$ cat config.mk
export PLATFORM = sky130hd
export DESIGN_NAME = cache_ctrl
export DESIGN_NICKNAME = d
export VERILOG_FILES = /design/src/source/cache_pkg.sv /design/src/source/cache_ctrl.sv
export SDC_FILE = /design/constraint.sdc
export NUM_CORES = 1
export LEC_CHECK = 0
export BUFFER_PORTS_ARGS = -buffer_cell sky130_fd_sc_hd__clkbuf_2
export CAP_MARGIN = 10
export CORE_MARGIN = 5
export CORE_UTILIZATION = 32
export DETAILED_ROUTE_END_ITERATION = 16
export PLACE_DENSITY = 0.81
export SYNTH_ARGS = -nofsm -noshare
export SYNTH_HDL_FRONTEND = slang
export SYNTH_SLANG_ARGS = --single-unit
$ cat constraint.sdc
create_clock -name clk -period 1.85 [get_ports clk]
set_input_delay 0.185 -clock clk [delete_from_list [all_inputs] [get_ports clk]]
set_output_delay 0.185 -clock clk [all_outputs]
set_load 0.02 [all_outputs]
$ cat src/source/cache_pkg.sv
`default_nettype none

package cache_pkg;

    // Processor and memory geometry
    localparam int addr_width       = 16;
    localparam int data_width       = 16;
    localparam int tag_width        = 5;
    localparam int index_width      = 8;
    localparam int words_per_line   = 4;
    localparam int offset_width     = addr_width - tag_width - index_width;
    localparam int word_sel_width   = $clog2(words_per_line);

    // Main memory timing
    localparam int bank_count       = 4;
    localparam int bank_busy_cycles = 4;
    localparam int mem_read_latency = 2;

    typedef struct packed {
        logic [tag_width-1:0]    tag;
        logic [index_width-1:0]  index;
        logic [offset_width-1:0] offset;    // Bit 0 is the byte lane, always 0
    } cache_addr_t;

    typedef struct packed {
        logic                  rd;
        logic                  wr;
        logic [addr_width-1:0] addr;
        logic [data_width-1:0] wdata;
    } mem_req_t;

    typedef struct packed {
        logic                      rvalid;
        logic [data_width-1:0]     rdata;
        logic [word_sel_width-1:0] rword;  // Word within line of returned read
        logic                      stall;
        logic [bank_count-1:0]     busy;
    } mem_rsp_t;

    typedef struct packed {
        logic                      en;
        logic [index_width-1:0]    index;
        logic [word_sel_width-1:0] word;   // Also selects the word read back
        logic [data_width-1:0]     wdata;
        logic                      set_tag;
        logic [tag_width-1:0]      tag;
        logic                      set_valid;
        logic                      dirty;  // Value loaded when mark_dirty
        logic                      mark_dirty;
    } line_wr_t;

    typedef enum logic [2:0] {
        s_idle,
        s_check_dirty,
        s_writeback,
        s_wb_drain,
        s_fill_issue,
        s_fill_wait,
        s_read_done,
        s_write_alloc
    } ctrl_state_t;

endpackage

`default_nettype wire

$ cat src/source/cache_ctrl.sv
`timescale 1ns/1ns
`default_nettype none

module cache_ctrl import cache_pkg::*; (
    input  wire logic                  clk,
    input  wire logic                  rst,
    // Processor
    input  wire logic                  rd,
    input  wire logic                  wr,
    input  wire cache_addr_t           addr,
    input  wire logic [data_width-1:0] wdata,
    // Array lookup
    input  wire logic                  lookup_hit,
    input  wire logic [tag_width-1:0]  lookup_tag,
    input  wire logic                  lookup_dirty,
    input  wire logic [data_width-1:0] lookup_word,
    // Memory
    input  wire mem_rsp_t              mem_rsp,
    output mem_req_t                   mem_req,
    output line_wr_t                   line_wr,
    output logic [data_width-1:0]      rdata,
    output logic                       done,
    output logic                       cache_hit,
    output logic                       stall
);

    ctrl_state_t               state;
    ctrl_state_t               state_next;
    logic [word_sel_width-1:0] issue_cnt;   // Next word to send to memory
    logic [word_sel_width-1:0] ret_cnt;     // Words already back from memory
    logic [tag_width-1:0]      victim_tag;
    logic [addr_width-1:0]     fill_addr;
    logic [addr_width-1:0]     wb_addr;
    logic                      req;
    logic                      issue_ok;
    logic                      fill_ret;
    logic                      last_ret;

    assign req       = rd | wr;
    assign fill_addr = {addr.tag, addr.index, issue_cnt, 1'b0};
    assign wb_addr   = {victim_tag, addr.index, issue_cnt, 1'b0};
    assign issue_ok  = (mem_req.rd | mem_req.wr) & ~mem_rsp.stall;
    assign fill_ret  = mem_rsp.rvalid & ((state == s_fill_issue) | (state == s_fill_wait));
    assign last_ret  = fill_ret & (ret_cnt == word_sel_width'(words_per_line - 1));

    assign rdata     = lookup_word;          // Array output, valid with done
    assign cache_hit = (state == s_idle) & req & lookup_hit;
    assign stall     = (state != s_idle) | (req & ~lookup_hit);

    always_comb begin
        state_next         = state;
        done               = 1'b0;
        mem_req            = '0;
        line_wr            = '0;
        line_wr.index      = addr.index;
        line_wr.word       = addr.offset[offset_width-1:1];
        line_wr.wdata      = wdata;
        line_wr.tag        = addr.tag;

        // Fill data lands whenever it shows up
        if (fill_ret) begin
            line_wr.en     = 1'b1;
            line_wr.word   = mem_rsp.rword;
            line_wr.wdata  = mem_rsp.rdata;
        end
        if (last_ret) begin                  // Line complete, install new tag
            line_wr.set_tag    = 1'b1;
            line_wr.set_valid  = 1'b1;
            line_wr.mark_dirty = 1'b1;
            line_wr.dirty      = 1'b0;
        end

        case (state)
            s_idle: begin
                if (req && lookup_hit) begin
                    done = 1'b1;
                    if (wr) begin            // Write hit goes straight in
                        line_wr.en         = 1'b1;
                        line_wr.mark_dirty = 1'b1;
                        line_wr.dirty      = 1'b1;
                    end
                end else if (req) begin
                    state_next = s_check_dirty;
                end
            end
            s_check_dirty: begin
                state_next = lookup_dirty ? s_writeback : s_fill_issue;
            end
            s_writeback: begin
                mem_req.wr    = 1'b1;
                mem_req.addr  = wb_addr;
                mem_req.wdata = lookup_word;
                line_wr.word  = issue_cnt;   // Read victim word from array
                if (issue_ok && issue_cnt == word_sel_width'(words_per_line - 1)) begin
                    state_next = s_wb_drain;
                end
            end
            s_wb_drain: begin
                if (mem_rsp.busy == '0) begin
                    state_next = s_fill_issue;
                end
            end
            s_fill_issue: begin
                mem_req.rd   = 1'b1;
                mem_req.addr = fill_addr;
                if (issue_ok && issue_cnt == word_sel_width'(words_per_line - 1)) begin
                    state_next = s_fill_wait;
                end
            end
            s_fill_wait: begin
                if (last_ret) begin
                    state_next = rd ? s_read_done : s_write_alloc;
                end
            end
            s_read_done: begin
                done       = 1'b1;
                state_next = s_idle;
            end
            s_write_alloc: begin
                line_wr.en         = 1'b1;
                line_wr.mark_dirty = 1'b1;
                line_wr.dirty      = 1'b1;
                done               = 1'b1;
                state_next         = s_idle;
            end
            default: begin
                state_next = s_idle;
            end
        endcase
    end

    // Counters wrap back to zero after a full line
    always_ff @(posedge clk) begin
        if (rst) begin
            state     <= s_idle;
            issue_cnt <= '0;
            ret_cnt   <= '0;
        end else begin
            state <= state_next;
            if (issue_ok) begin
                issue_cnt <= issue_cnt + 1'b1;
            end
            if (fill_ret) begin
                ret_cnt <= ret_cnt + 1'b1;
            end
        end
    end

    // Tag of the line being replaced
    always_ff @(posedge clk) begin
        if (state == s_idle && req && !lookup_hit) begin
            victim_tag <= lookup_tag;
        end
    end

endmodule

`default_nettype wire

**Yosys cells after proc, flatten, opt, wreduce, memory -nomap -nowiden**

Index checks and enable logic that the tools add are counted.

- $add $sub $neg: 2
- Equal/unequal tests: 15
- Multiplexer cells: 26
- Bitwise gates (word level): 12
- Reductions and logical operators: 10

Operator list:

| cell | count |
|---|---|
| 16-bit case mux with 2 select lines | 1 |
| 3-bit 2-to-1 mux | 8 |
| 3-bit case mux with 7 select lines | 1 |
| 18-bit 2-to-1 mux | 1 |
| 16-bit 2-to-1 mux | 1 |
| 3-bit equality test (second input constant) | 4 |
| 2-bit != test (second input constant) | 5 |
| 1-bit 2-to-1 mux | 8 |
| 1-bit bitwise AND | 6 |
| 3-bit by 2-bit equality test with 1-bit output (second input constant) | 2 |
| 2-bit 2-to-1 mux | 3 |
| 6-bit AND reduction | 1 |
| 2-bit by 1-bit adder with 2-bit output (second input constant) | 2 |
| 2-bit equality test (second input constant) | 2 |
| 1-bit logical AND | 4 |
| 4-bit logical NOT | 1 |
| 1-bit OR | 4 |
| 1-bit case mux with 2 select lines | 2 |
| 2-bit case mux with 2 select lines | 1 |
| 3-bit by 1-bit equality test with 1-bit output (second input constant) | 1 |
| 3-bit logical NOT | 1 |
| 3-bit nonzero test | 1 |
| 2-bit by 1-bit != test with 1-bit output (second input constant) | 1 |
| 1-bit inverter | 2 |
| 2 further kinds | 2 |

- Flip-flop bits (word level): 12
- Output and inout port bits: 89

**Depth between registers and ports, before layout**

Gate-level depths: netlist (run 1).

- Depth after elaboration: 8
- Mapped depth: 5
- Gate-level depth less buffers: 5

**Worst setup path after synthesis (run 1)**

Ideal clock, no wire load.

- Path kind: reg-to-output
- Start: register state[0]
- End: output port mem_req[17] (netlist name)
- Arrival time: 1,745 ps
- Data required time: 1,665 ps
- Setup slack: -80 ps
- Cell stages (with the launch flop): 6
- Cell sequence: dfxtp_1 clkbuf_1 nor3b_2 nor2_1 clkbuf_1 nor2b_1

RTL lines:

| item | RTL line | text |
|---|---|---|
| from (decl) | cache_ctrl.sv:27 | `ctrl_state_t state;` |
| from (signal assigned) | cache_ctrl.sv:135 | `state <= s_idle;` |
| from (signal assigned) | cache_ctrl.sv:139 | `state <= state_next;` |
| to (decl) | cache_ctrl.sv:19 | `output mem_req_t mem_req,` |

**Worst setup path after layout (run 1)**

- Start: register state[0]
- End: output port done

- Cells in the longest elaborated chain, start to end: 3
- Elaborated cells between the ends (all ways): 5

RTL lines:

| item | RTL line | text |
|---|---|---|
| 3-bit equality test | cache_ctrl.sv:73 | `case (state)` |
| 2-bit OR reduction (no line) | -- |  |
| 1-bit case mux with 2 select lines * | cache_ctrl.sv:73 |  |
| to (decl) | cache_ctrl.sv:22 | `output logic done,` |

Every way passes the cells marked *; elsewhere a longest branch is shown, timed or not.

==> results of run 1 <==
[critical path, stage by stage (launching register included)]
cell and delay [ps]:
dfxtp_2 380, nor3_1 390, o21a_1 190, and2_1 130, or2_2 100, clkbuf_2 150
[routing by layer]
metal / wire [µm] / share of wire [%] / GRT usage, % / vias to the layer above
li1: - / - / - / 801
met1: 1460 / 32 / 15.4 / 692
met2: 2390 / 52 / 27.0 / 113
met3: 667 / 15 / 4.41 / 2
met4: 33 / 0.73 / 3.56 / 0
met5: 0 / 0 / 0 / -
[timing repair]
action	CTS	global route
setup endpoints to repair	30	18
hold buffers	0	0
resized for setup	5	4
[report_power, final]
| group | switching, µW | internal (µW) |
|---|---|---|
| Clock | 90.1 | 151 |
| Combinational | 682 | 482 |
| Sequential | 76.0 | 339 |
| Total | 848 | 973 |
[logic make-up after synthesis]
family | share of synthesized area, %
adders and majority gates | 1.87
buffers and inverters | 21.2
other | 0.280
DFF | 21.7
xor gates and xnor gates | 1.31
AOI/OAI and AO/OA | 13.6
and+or+nand+nor | 25.1
muxes | 15.0
[stage by stage]
| stage | total power (µW) | cells | hold slack (ps) |
|---|---|---|---|
| detailed placement | 1570 | 344 | 364 |
| floorplan | 1200 | 159 | 254 |
| CTS | 1840 | 348 | 116 |
| finish | 1820 | 348 | 125 |
| global route | 1950 | 348 | 115 |
| global placement | 1550 | 344 | 363 |
[cell usage after synthesis, types with 3 or more instances]
cell type	count	area share, %
nand2_1	7	2.0
nor2b_1	12	5.6
nand2b_1	3	1.4
and2_1	18	8.4
dfxtp_1	7	10
mux2_2	16	13
edfxtp_1	5	11
clkbuf_1	6	1.7
nor2_1	5	1.4
inv_1	3	0.84
a21oi_1	5	1.9
a22o_1	5	3.3
buf_4	32	18
o21ai_0	7	2.6
[area by class of cell]
cell class,count,share of cell area (%)
Sequential cell,12,14.1
Tap cell,50,2.99
Clock buffer,4,2.15
Multi-Input combinational cell,104,37.3
Inverter,3,0.539
Timing Repair Buffer,175,43.0
[final timing paths]
| kind | depth (start not counted) | endpoint | slack (ps) | start |
|---|---|---|---|---|
| setup / recovery | 5 | done | 80 | state[0]$_SDFFE_PP0P_ |
| hold / removal | 1 | victim_tag[1]$_DFFE_PP_ | 130 | lookup_tag[1] |
| setup reg to reg | 5 | state[1]$_SDFFE_PP0P_ | 200 | state[2]$_SDFFE_PP0P_ |
| hold reg to reg | 2 | ret_cnt[1]$_SDFFE_PP0P_ | 460 | ret_cnt[1]$_SDFFE_PP0P_ |
[registers in the layout, summed over array words and instances (netlist names)]
| signal | flops |
|---|---|
| victim_tag | 5 |
| state | 3 |
| issue_cnt | 2 |
| ret_cnt | 2 |
==> flow_metrics.tcl, run 1 <==
set metrics [dict create \
    final_cell_area_um2 2090 \
    dr.first_iter.drc_count 27 \
    drv_cap 0 \
    tns_ps 0 \
    finalCritPeriodShare_pct 95.6 \
    ys_seq_area_share_pct 21.7 \
    finalMaxSlewViolations 0 \
    synth-seq-cells 12 \
    start_kind "flip-flop" \
    rows 23 \
    cts.sinks 12 \
    ir_worst_vdd_v 0.000389 \
    status "finished clean" \
    multiInputGateArea_um2 779 \
    gp_congestion 0.821 \
    yosys_warnings 0 \
    cts_buffers 3 \
    final_core_util_pct 51.9 \
    initial_core_util_pct 33.2 \
    period_needed_ps 1770 \
    synth_ff_type "dfxtp_1" \
    n_antenna_cell 0 \
    setup_viol 0 \
    route.final.wire_length_um 4550 \
    root_buffer "clkbuf_8" \
    cts_setup_buffers 0 \
    die_area_um2 5570 \
    grt_pass1_wl_um 6150 \
    syn_nets 244 \
    crit_type "reg -> out" \
    die_w_um 74.7 \
    power.density_nw_per_um2 871 \
    antenna_found_initial 0 \
    drc 0 \
    nets 384 \
    final_common_cell "clkbuf_2" \
    cts_max_level 1 \
    fillers 394 \
    end_kind "primary output" \
    drive_gt1_share_pct 69.1 \
    antenna_left 0 \
    place_area_um2 2020 \
    syn_inst 159 \
    port_buffers 169 \
    clockBufferDepth 2 \
    grt_max_degree 27 \
    core_area_um2 4030 \
    insertion_delay_ps 230 \
    hold_viol 0 \
    track_usage_pct 14.3 \
    fin_skew_ps 2.03 \
    ioPinCount 172 \
    worst-path-max-fanout 11 \
    arrival_ps 1580 \
    register_area_um2 294 \
    layout_common_cells "clkbuf_2 (168), and2_1 (18), mux2_2 (16), nor2b_1 (11)" \
    grt_pass1_vias 1402 \
    grt_setup_unrepaired "no" \
    ys_async_sr_fraction_pct 0 \
    vias 1608 \
    synth_area_um2 1340 \
    worst_slack_ps 81.8 \
    firstDrtPassIters 4 \
    syn_to_final_growth_pct 56.3 \
    synth_edf_count 5 \
    syn_area_per_cell_um2 8.41 \
    wl_per_cell_um 13.1 \
    cts_tree "built" \
    clock.fmax_ghz 0.566 \
    yosysUniqueCellTypes 36 \
    worstPathRequired_ps 1660 \
    cts.clk_slew.worst_paths_ps 50 \
    hpwl_um 4120 \
    vias_per_cell 4.62 \
    grt-ovfl-total 0 \
    hp-class "in -> reg" \
    power_leakage_uw 0.00120 \
    dp_worst_setup_slack_ps 92.7 \
    die_h_um 74.7 \
]
(Power assumes the default switching activity.)
==> inputs of run 2 (changes only) <==
- CORE_UTILIZATION: 32 -> 33
- CTS_BUF_LIST: not set -> sky130_fd_sc_hd__clkbuf_8
- PLACE_DENSITY: 0.81 -> 0.83
- TNS_END_PERCENT: not set -> 5
==> run 2 against run 1 <==
  * Cell count decreased by 0.29%
  * Hold slack got worse by 1.5 ps
  * Register-to-register slack got worse by 30 ps
  * Combinational power about the same
  * Maximum frequency decreased by 0.20%
  * Sequential power increased by 3%
  * Power decreased by 0.36%
  * Non-clock buffer count decreased by 1
  * Critical path type unchanged
  * Critical endpoint is now line_wr[0]
  * Highest routed layer unchanged
==> flow_metrics.tcl, run 2 (synthesized netlist as in run 1, its figures left out) <==
set metrics [dict create \
    status "finished clean" \
    start_kind "flip-flop" \
    final_common_cell "clkbuf_2" \
    finalCritPeriodShare_pct 95.8 \
    final_core_util_pct 52.7 \
    syn_to_final_growth_pct 56.5 \
    hold_viol 0 \
    route.final.wire_length_um 4280 \
    cts_tree "built" \
    n_antenna_cell 0 \
    p_int_uw 968 \
    largest_register "victim_tag" \
    insertion_delay_ps 230 \
    worstPathRequired_ps 1660 \
    clockBufferDepth 2 \
    ir_worst_vdd_v 0.000406 \
    p_sw_share_pct 46.6 \
    crit_type "reg -> out" \
    hp-class "in -> reg" \
    arrival_ps 1590 \
    drc 0 \
    root_buffer "clkbuf_8" \
    power_leakage_uw 0.00121 \
    whs_ps 124 \
    power.density_nw_per_um2 867 \
    firstDrtPassIters 4 \
    cts_max_level 1 \
    grt_pass1_vias 1428 \
    largest_reg_flops 5 \
    register_area_um2 299 \
    multiInputGateArea_um2 785 \
    period_needed_ps 1770 \
    vias_per_cell 4.48 \
    drive_gt1_share_pct 69.4 \
    finalMaxSlewViolations 0 \
    wl_per_cell_um 12.3 \
    ioPinCount 172 \
    ctsHoldBuffers 0 \
    fillers 369 \
    clkPwrFrac_pct 12.9 \
    drv_cap 0 \
    rows 23 \
    worst_slack_ps 78.2 \
    cts.sinks 12 \
    cts_setup_buffers 0 \
    core_area_um2 3970 \
    setup_viol 0 \
    grt_use_met1_pct 15.9 \
    layout_common_cells "clkbuf_2 (168), and2_1 (18), mux2_2 (16), nor2b_1 (11)" \
    p_total_uw 1810 \
    pwr-share-seq_pct 23.6 \
    top_regs "victim_tag (5), state (3)" \
    grt_use_met3_pct 3.69 \
    grt_pass1_wl_um 6020 \
    grt_setup_unrepaired "yes" \
    end_kind "primary output" \
    cts_buffers 3 \
    worst-path-max-fanout 7 \
    antenna_found_initial 0 \
    fin_skew_ps 1.40 \
    gr-max-usage-layer "met2" \
    track_usage_pct 14.1 \
    dp_worst_setup_slack_ps 52.3 \
    vias 1556 \
    grt_max_degree 27 \
    grt-ovfl-total 0 \
    clock.fmax_ghz 0.564 \
    gp_congestion 0.788 \
    die_w_um 73.7 \
    die_h_um 73.7 \
    nets 383 \
    min_from "lookup_tag[3]" \
    dr.first_iter.drc_count 19 \
    cts.clk_slew.worst_paths_ps 50 \
    p_sw_uw 846 \
    power_frac_comb_pct 63.5 \
    initial_core_util_pct 33.7 \
    antenna_left 0 \
    crit_path_start "state[2]$_SDFFE_PP0P_" \
    timing.rr.start "issue_cnt[0]$_SDFFE_PP0P_" \
    port_buffers 169 \
    hpwl_um 3850 \
    use_met2_pct 25.8 \
    die_area_um2 5430 \
]
## run 2: cell types whose count changed in the layout (fill, tap and decap cells not counted), sizes merged
| cell | before | now |
|---|---|---|
| inv | 3 | 4 |
| buf | 7 | 6 |
| clkbuf | 172 | 171 |
## run 2: power groups by stage
stage	Combinational, µW	Clock [µW]	Sequential [µW]
final	1150	234	428
after global routing	1250	266	438
after CTS	1160	251	419
after detailed placement	1150	0	418
after global placement	1130	0	413
after floorplan	844	0	357
## run 2: through the flow
stage	instance area, µm²	TNS (ps)	std cells
after global routing	2090	-38.5	347
after CTS	2070	0	347
after detailed placement	2020	0	343
after floorplan	1340	0	159
final	2090	0	347
after global placement	2020	0	343
## run 2: final cells by class
type	instances	share of cell area [%]
multi-input cells	104	37.5
well taps	50	2.99
repair buffers	174	42.6
flip-flops and latches	12	14.3
clock inverters	1	0.179
clock buffers	3	1.97
inverters	3	0.538
## run 2: what timing repair did
action,CTS,global route
gates resized for setup,6,6
hold endpoints to repair,0,0
endpoints found under the setup margin,51,31
## run 2: final timing paths
kind                              to  slack [ps]  cells past startpoint
max                       line_wr[0]          80                      5
min          victim_tag[3]$_DFFE_PP_         120                      1
max reg2reg    state[1]$_SDFFE_PP0P_         170                      5
min reg2reg  ret_cnt[1]$_SDFFE_PP0P_         470                      2
## run 2: worst max-delay path, stage by stage (launching register included)
cell and delay [ps]:
dfxtp_4 370, buf_4 150, and2_1 160, a32oi_1 340, o21ai_0 160, clkbuf_2 180
## run 2: routing by layer
| metal | wire [µm] | vias to the layer above |
|---|---|---|
| met1 | 1550 | 652 |
| met2 | 2120 | 108 |
| met3 | 577 | 2 |
| met5 | 0 | - |
| met4 | 33 | 0 |
| li1 | - | 794 |
==> inputs of run 3 (changes only) <==
- SETUP_SLACK_MARGIN: not set -> 0.3
==> run 3 against run 2 <==
  * Cell count grew 4.6%
  * Largest power group unchanged
  * Sequential cell count unchanged
  * First-iteration DRC count grew 37%
  * Power rose by 25%
  * Routed wire length is 19% higher
  * Clock power is 2% higher
  * Non-clock buffer count increased by 16
  * Critical endpoint is now mem_req[21]
==> flow_metrics.tcl, run 3 (synthesized netlist as in run 1, its figures left out) <==
set metrics [dict create \
    status "finished clean" \
    arrival_ps 1550 \
    layout_common_cells "clkbuf_2 (157), and2_1 (17), mux2_2 (16), buf_4 (15), nor2b_4 (11)" \
    vias_per_cell 4.66 \
    cp_cell_sequence "buf_4 -> nor3b_4 -> buf_6 -> nor2_4 -> buf_12 -> nor2b_4 -> buf_2" \
    grt_setup_unrepaired "yes" \
    power_leakage_uw 0.00141 \
    hold_viol 0 \
    vias 1692 \
    firstDrtPassIters 4 \
    finalCritPeriodShare_pct 93.9 \
    power_frac_comb_pct 72.0 \
    clockBufferDepth 2 \
    tns_ps 0 \
    gp_congestion 0.838 \
    dr.first_iter.drc_count 26 \
    finalMaxSlewViolations 0 \
    die_w_um 73.7 \
    setup_viol 0 \
    worst_slack_ps 113 \
    cts.clk_slew.worst_paths_ps 50 \
    syn_to_final_growth_pct 85.9 \
    grt_pass1_wl_um 6880 \
    hold_depth 1 \
    cts.sinks 12 \
    n_antenna_cell 0 \
    root_buffer "clkbuf_8" \
    period_needed_ps 1740 \
    end_kind "primary output" \
    ctsHoldBuffers 0 \
    cts_buffers 3 \
    cts_max_level 1 \
    hp-class "in -> reg" \
    pwr-share-seq_pct 17.5 \
    die_h_um 73.7 \
    power.density_nw_per_um2 915 \
    final_common_cell "clkbuf_2" \
    crit_type "reg -> out" \
    clkPwrFrac_pct 10.5 \
    reg2reg_to "state[1]$_SDFFE_PP0P_" \
    fillers 354 \
    worst-path-max-fanout 6 \
    largest_register "victim_tag" \
    die_area_um2 5430 \
    antenna_found_initial 0 \
    p_sw_share_pct 43.5 \
    final_cell_area_um2 2490 \
    route.final.wire_length_um 5090 \
    top_regs "victim_tag (5), state (3)" \
    critPathMaxStageDelay_ps 360 \
    place_area_um2 2130 \
    initial_core_util_pct 33.7 \
    grt_max_degree 27 \
    largest_reg_flops 5 \
    worstPathRequired_ps 1660 \
    reg2reg_depth 5 \
    slowest_stage "dfxtp_4" \
    timing.rr.start "state[2]$_SDFFE_PP0P_" \
    drv_cap 0 \
    clock.fmax_ghz 0.576 \
    ir_worst_vdd_v 0.000406 \
    wl_per_cell_um 14.0 \
    track_usage_pct 16.3 \
    drc 0 \
    grt_pass1_vias 1595 \
    start_kind "flip-flop" \
    rrSetupSlack_ps 150 \
    cts_tree "built" \
    port_buffers 169 \
    rows 23 \
    drive_gt1_share_pct 75.1 \
    hpwl_um 4150 \
    grt-ovfl-total 0 \
    antenna_left 0 \
    p_int_uw 1290 \
    final_core_util_pct 62.6 \
    dp_worst_setup_slack_ps 78.6 \
    fin_skew_ps 0.689 \
    ioPinCount 172 \
    insertion_delay_ps 230 \
    min_to "victim_tag[4]$_DFFE_PP_" \
    core_area_um2 3970 \
    p_sw_uw 989 \
    min_from "lookup_tag[4]" \
    nets 399 \
]
## run 3: cell count changes in the layout (fill, tap and decap cells not counted), sizes merged
cell    before  now
clkbuf     171  163
buf          6   28
bufbuf       0    2
## run 3: repair_timing
item,in CTS,in global routing
setup endpoints to repair,58,59
endpoints found under the hold margin,0,0
resized for setup,20,33
pin swaps,1,3
cloned,2,2
setup buffers,3,5
## run 3: worst max-delay path by stage
stage | from | to | slack [ps] | cells past startpoint
3_5_place_dp | mem_rsp[1] | state[1]$_SDFFE_PP0P_ | 80 | 5
6_report | state[2]$_SDFFE_PP0P_ | mem_req[21] | 110 | 7
3_3_place_gp | mem_rsp[1] | state[1]$_SDFFE_PP0P_ | 130 | 5
4_1_cts | state[0]$_SDFFE_PP0P_ | mem_req[0] | 100 | 5
2_1_floorplan | mem_rsp[1] | state[1]$_SDFFE_PP0P_ | 260 | 4
5_1_grt | state[1]$_SDFFE_PP0P_ | mem_req[21] | 60 | 6
## run 3: power by group through the flow
stage / combinational (µW) / clock [µW] / sequential (µW)
after floorplan: 974 / 0 / 359
after global placement: 1270 / 0 / 400
after detailed placement: 1300 / 0 / 402
after CTS: 1430 / 248 / 410
after global routing: 1740 / 264 / 406
final: 1640 / 239 / 399
## run 3: layer usage
layer | global-route usage [%] | vias up | share of wire [%]
met5 | 0 | - | 0
met4 | 4.43 | 0 | 1.0
met3 | 5.06 | 4 | 13
met2 | 32.8 | 107 | 54
met1 | 15.4 | 746 | 32
li1 | - | 835 | -
## run 3: layout make-up
| cell class | count | area [µm²] | share of cell area (%) |
|---|---|---|---|
| Clock buffer | 3 | 41.3 | 1.66 |
| Clock inverter | 1 | 3.75 | 0.151 |
| Inverter | 3 | 11.3 | 0.453 |
| Multi-Input combinational cell | 104 | 885 | 35.6 |
| Sequential cell | 12 | 303 | 12.2 |
| Tap cell | 50 | 62.6 | 2.52 |
| Timing Repair Buffer | 190 | 1180 | 47.5 |
## run 3: worst max-delay path: cells and delay by family (launching register included)
family                 cells  cell delay (ps)
and+or+nand+nor            3              320
buffers and inverters      4              620
DFF                        1              360
## run 3: through the flow
stage	cells	total power (µW)	hold slack, ps
detailed placement	347	1710	364
global placement	347	1670	363
floorplan	159	1330	254
global route	363	2410	113
CTS	356	2080	116
finish	363	2280	125
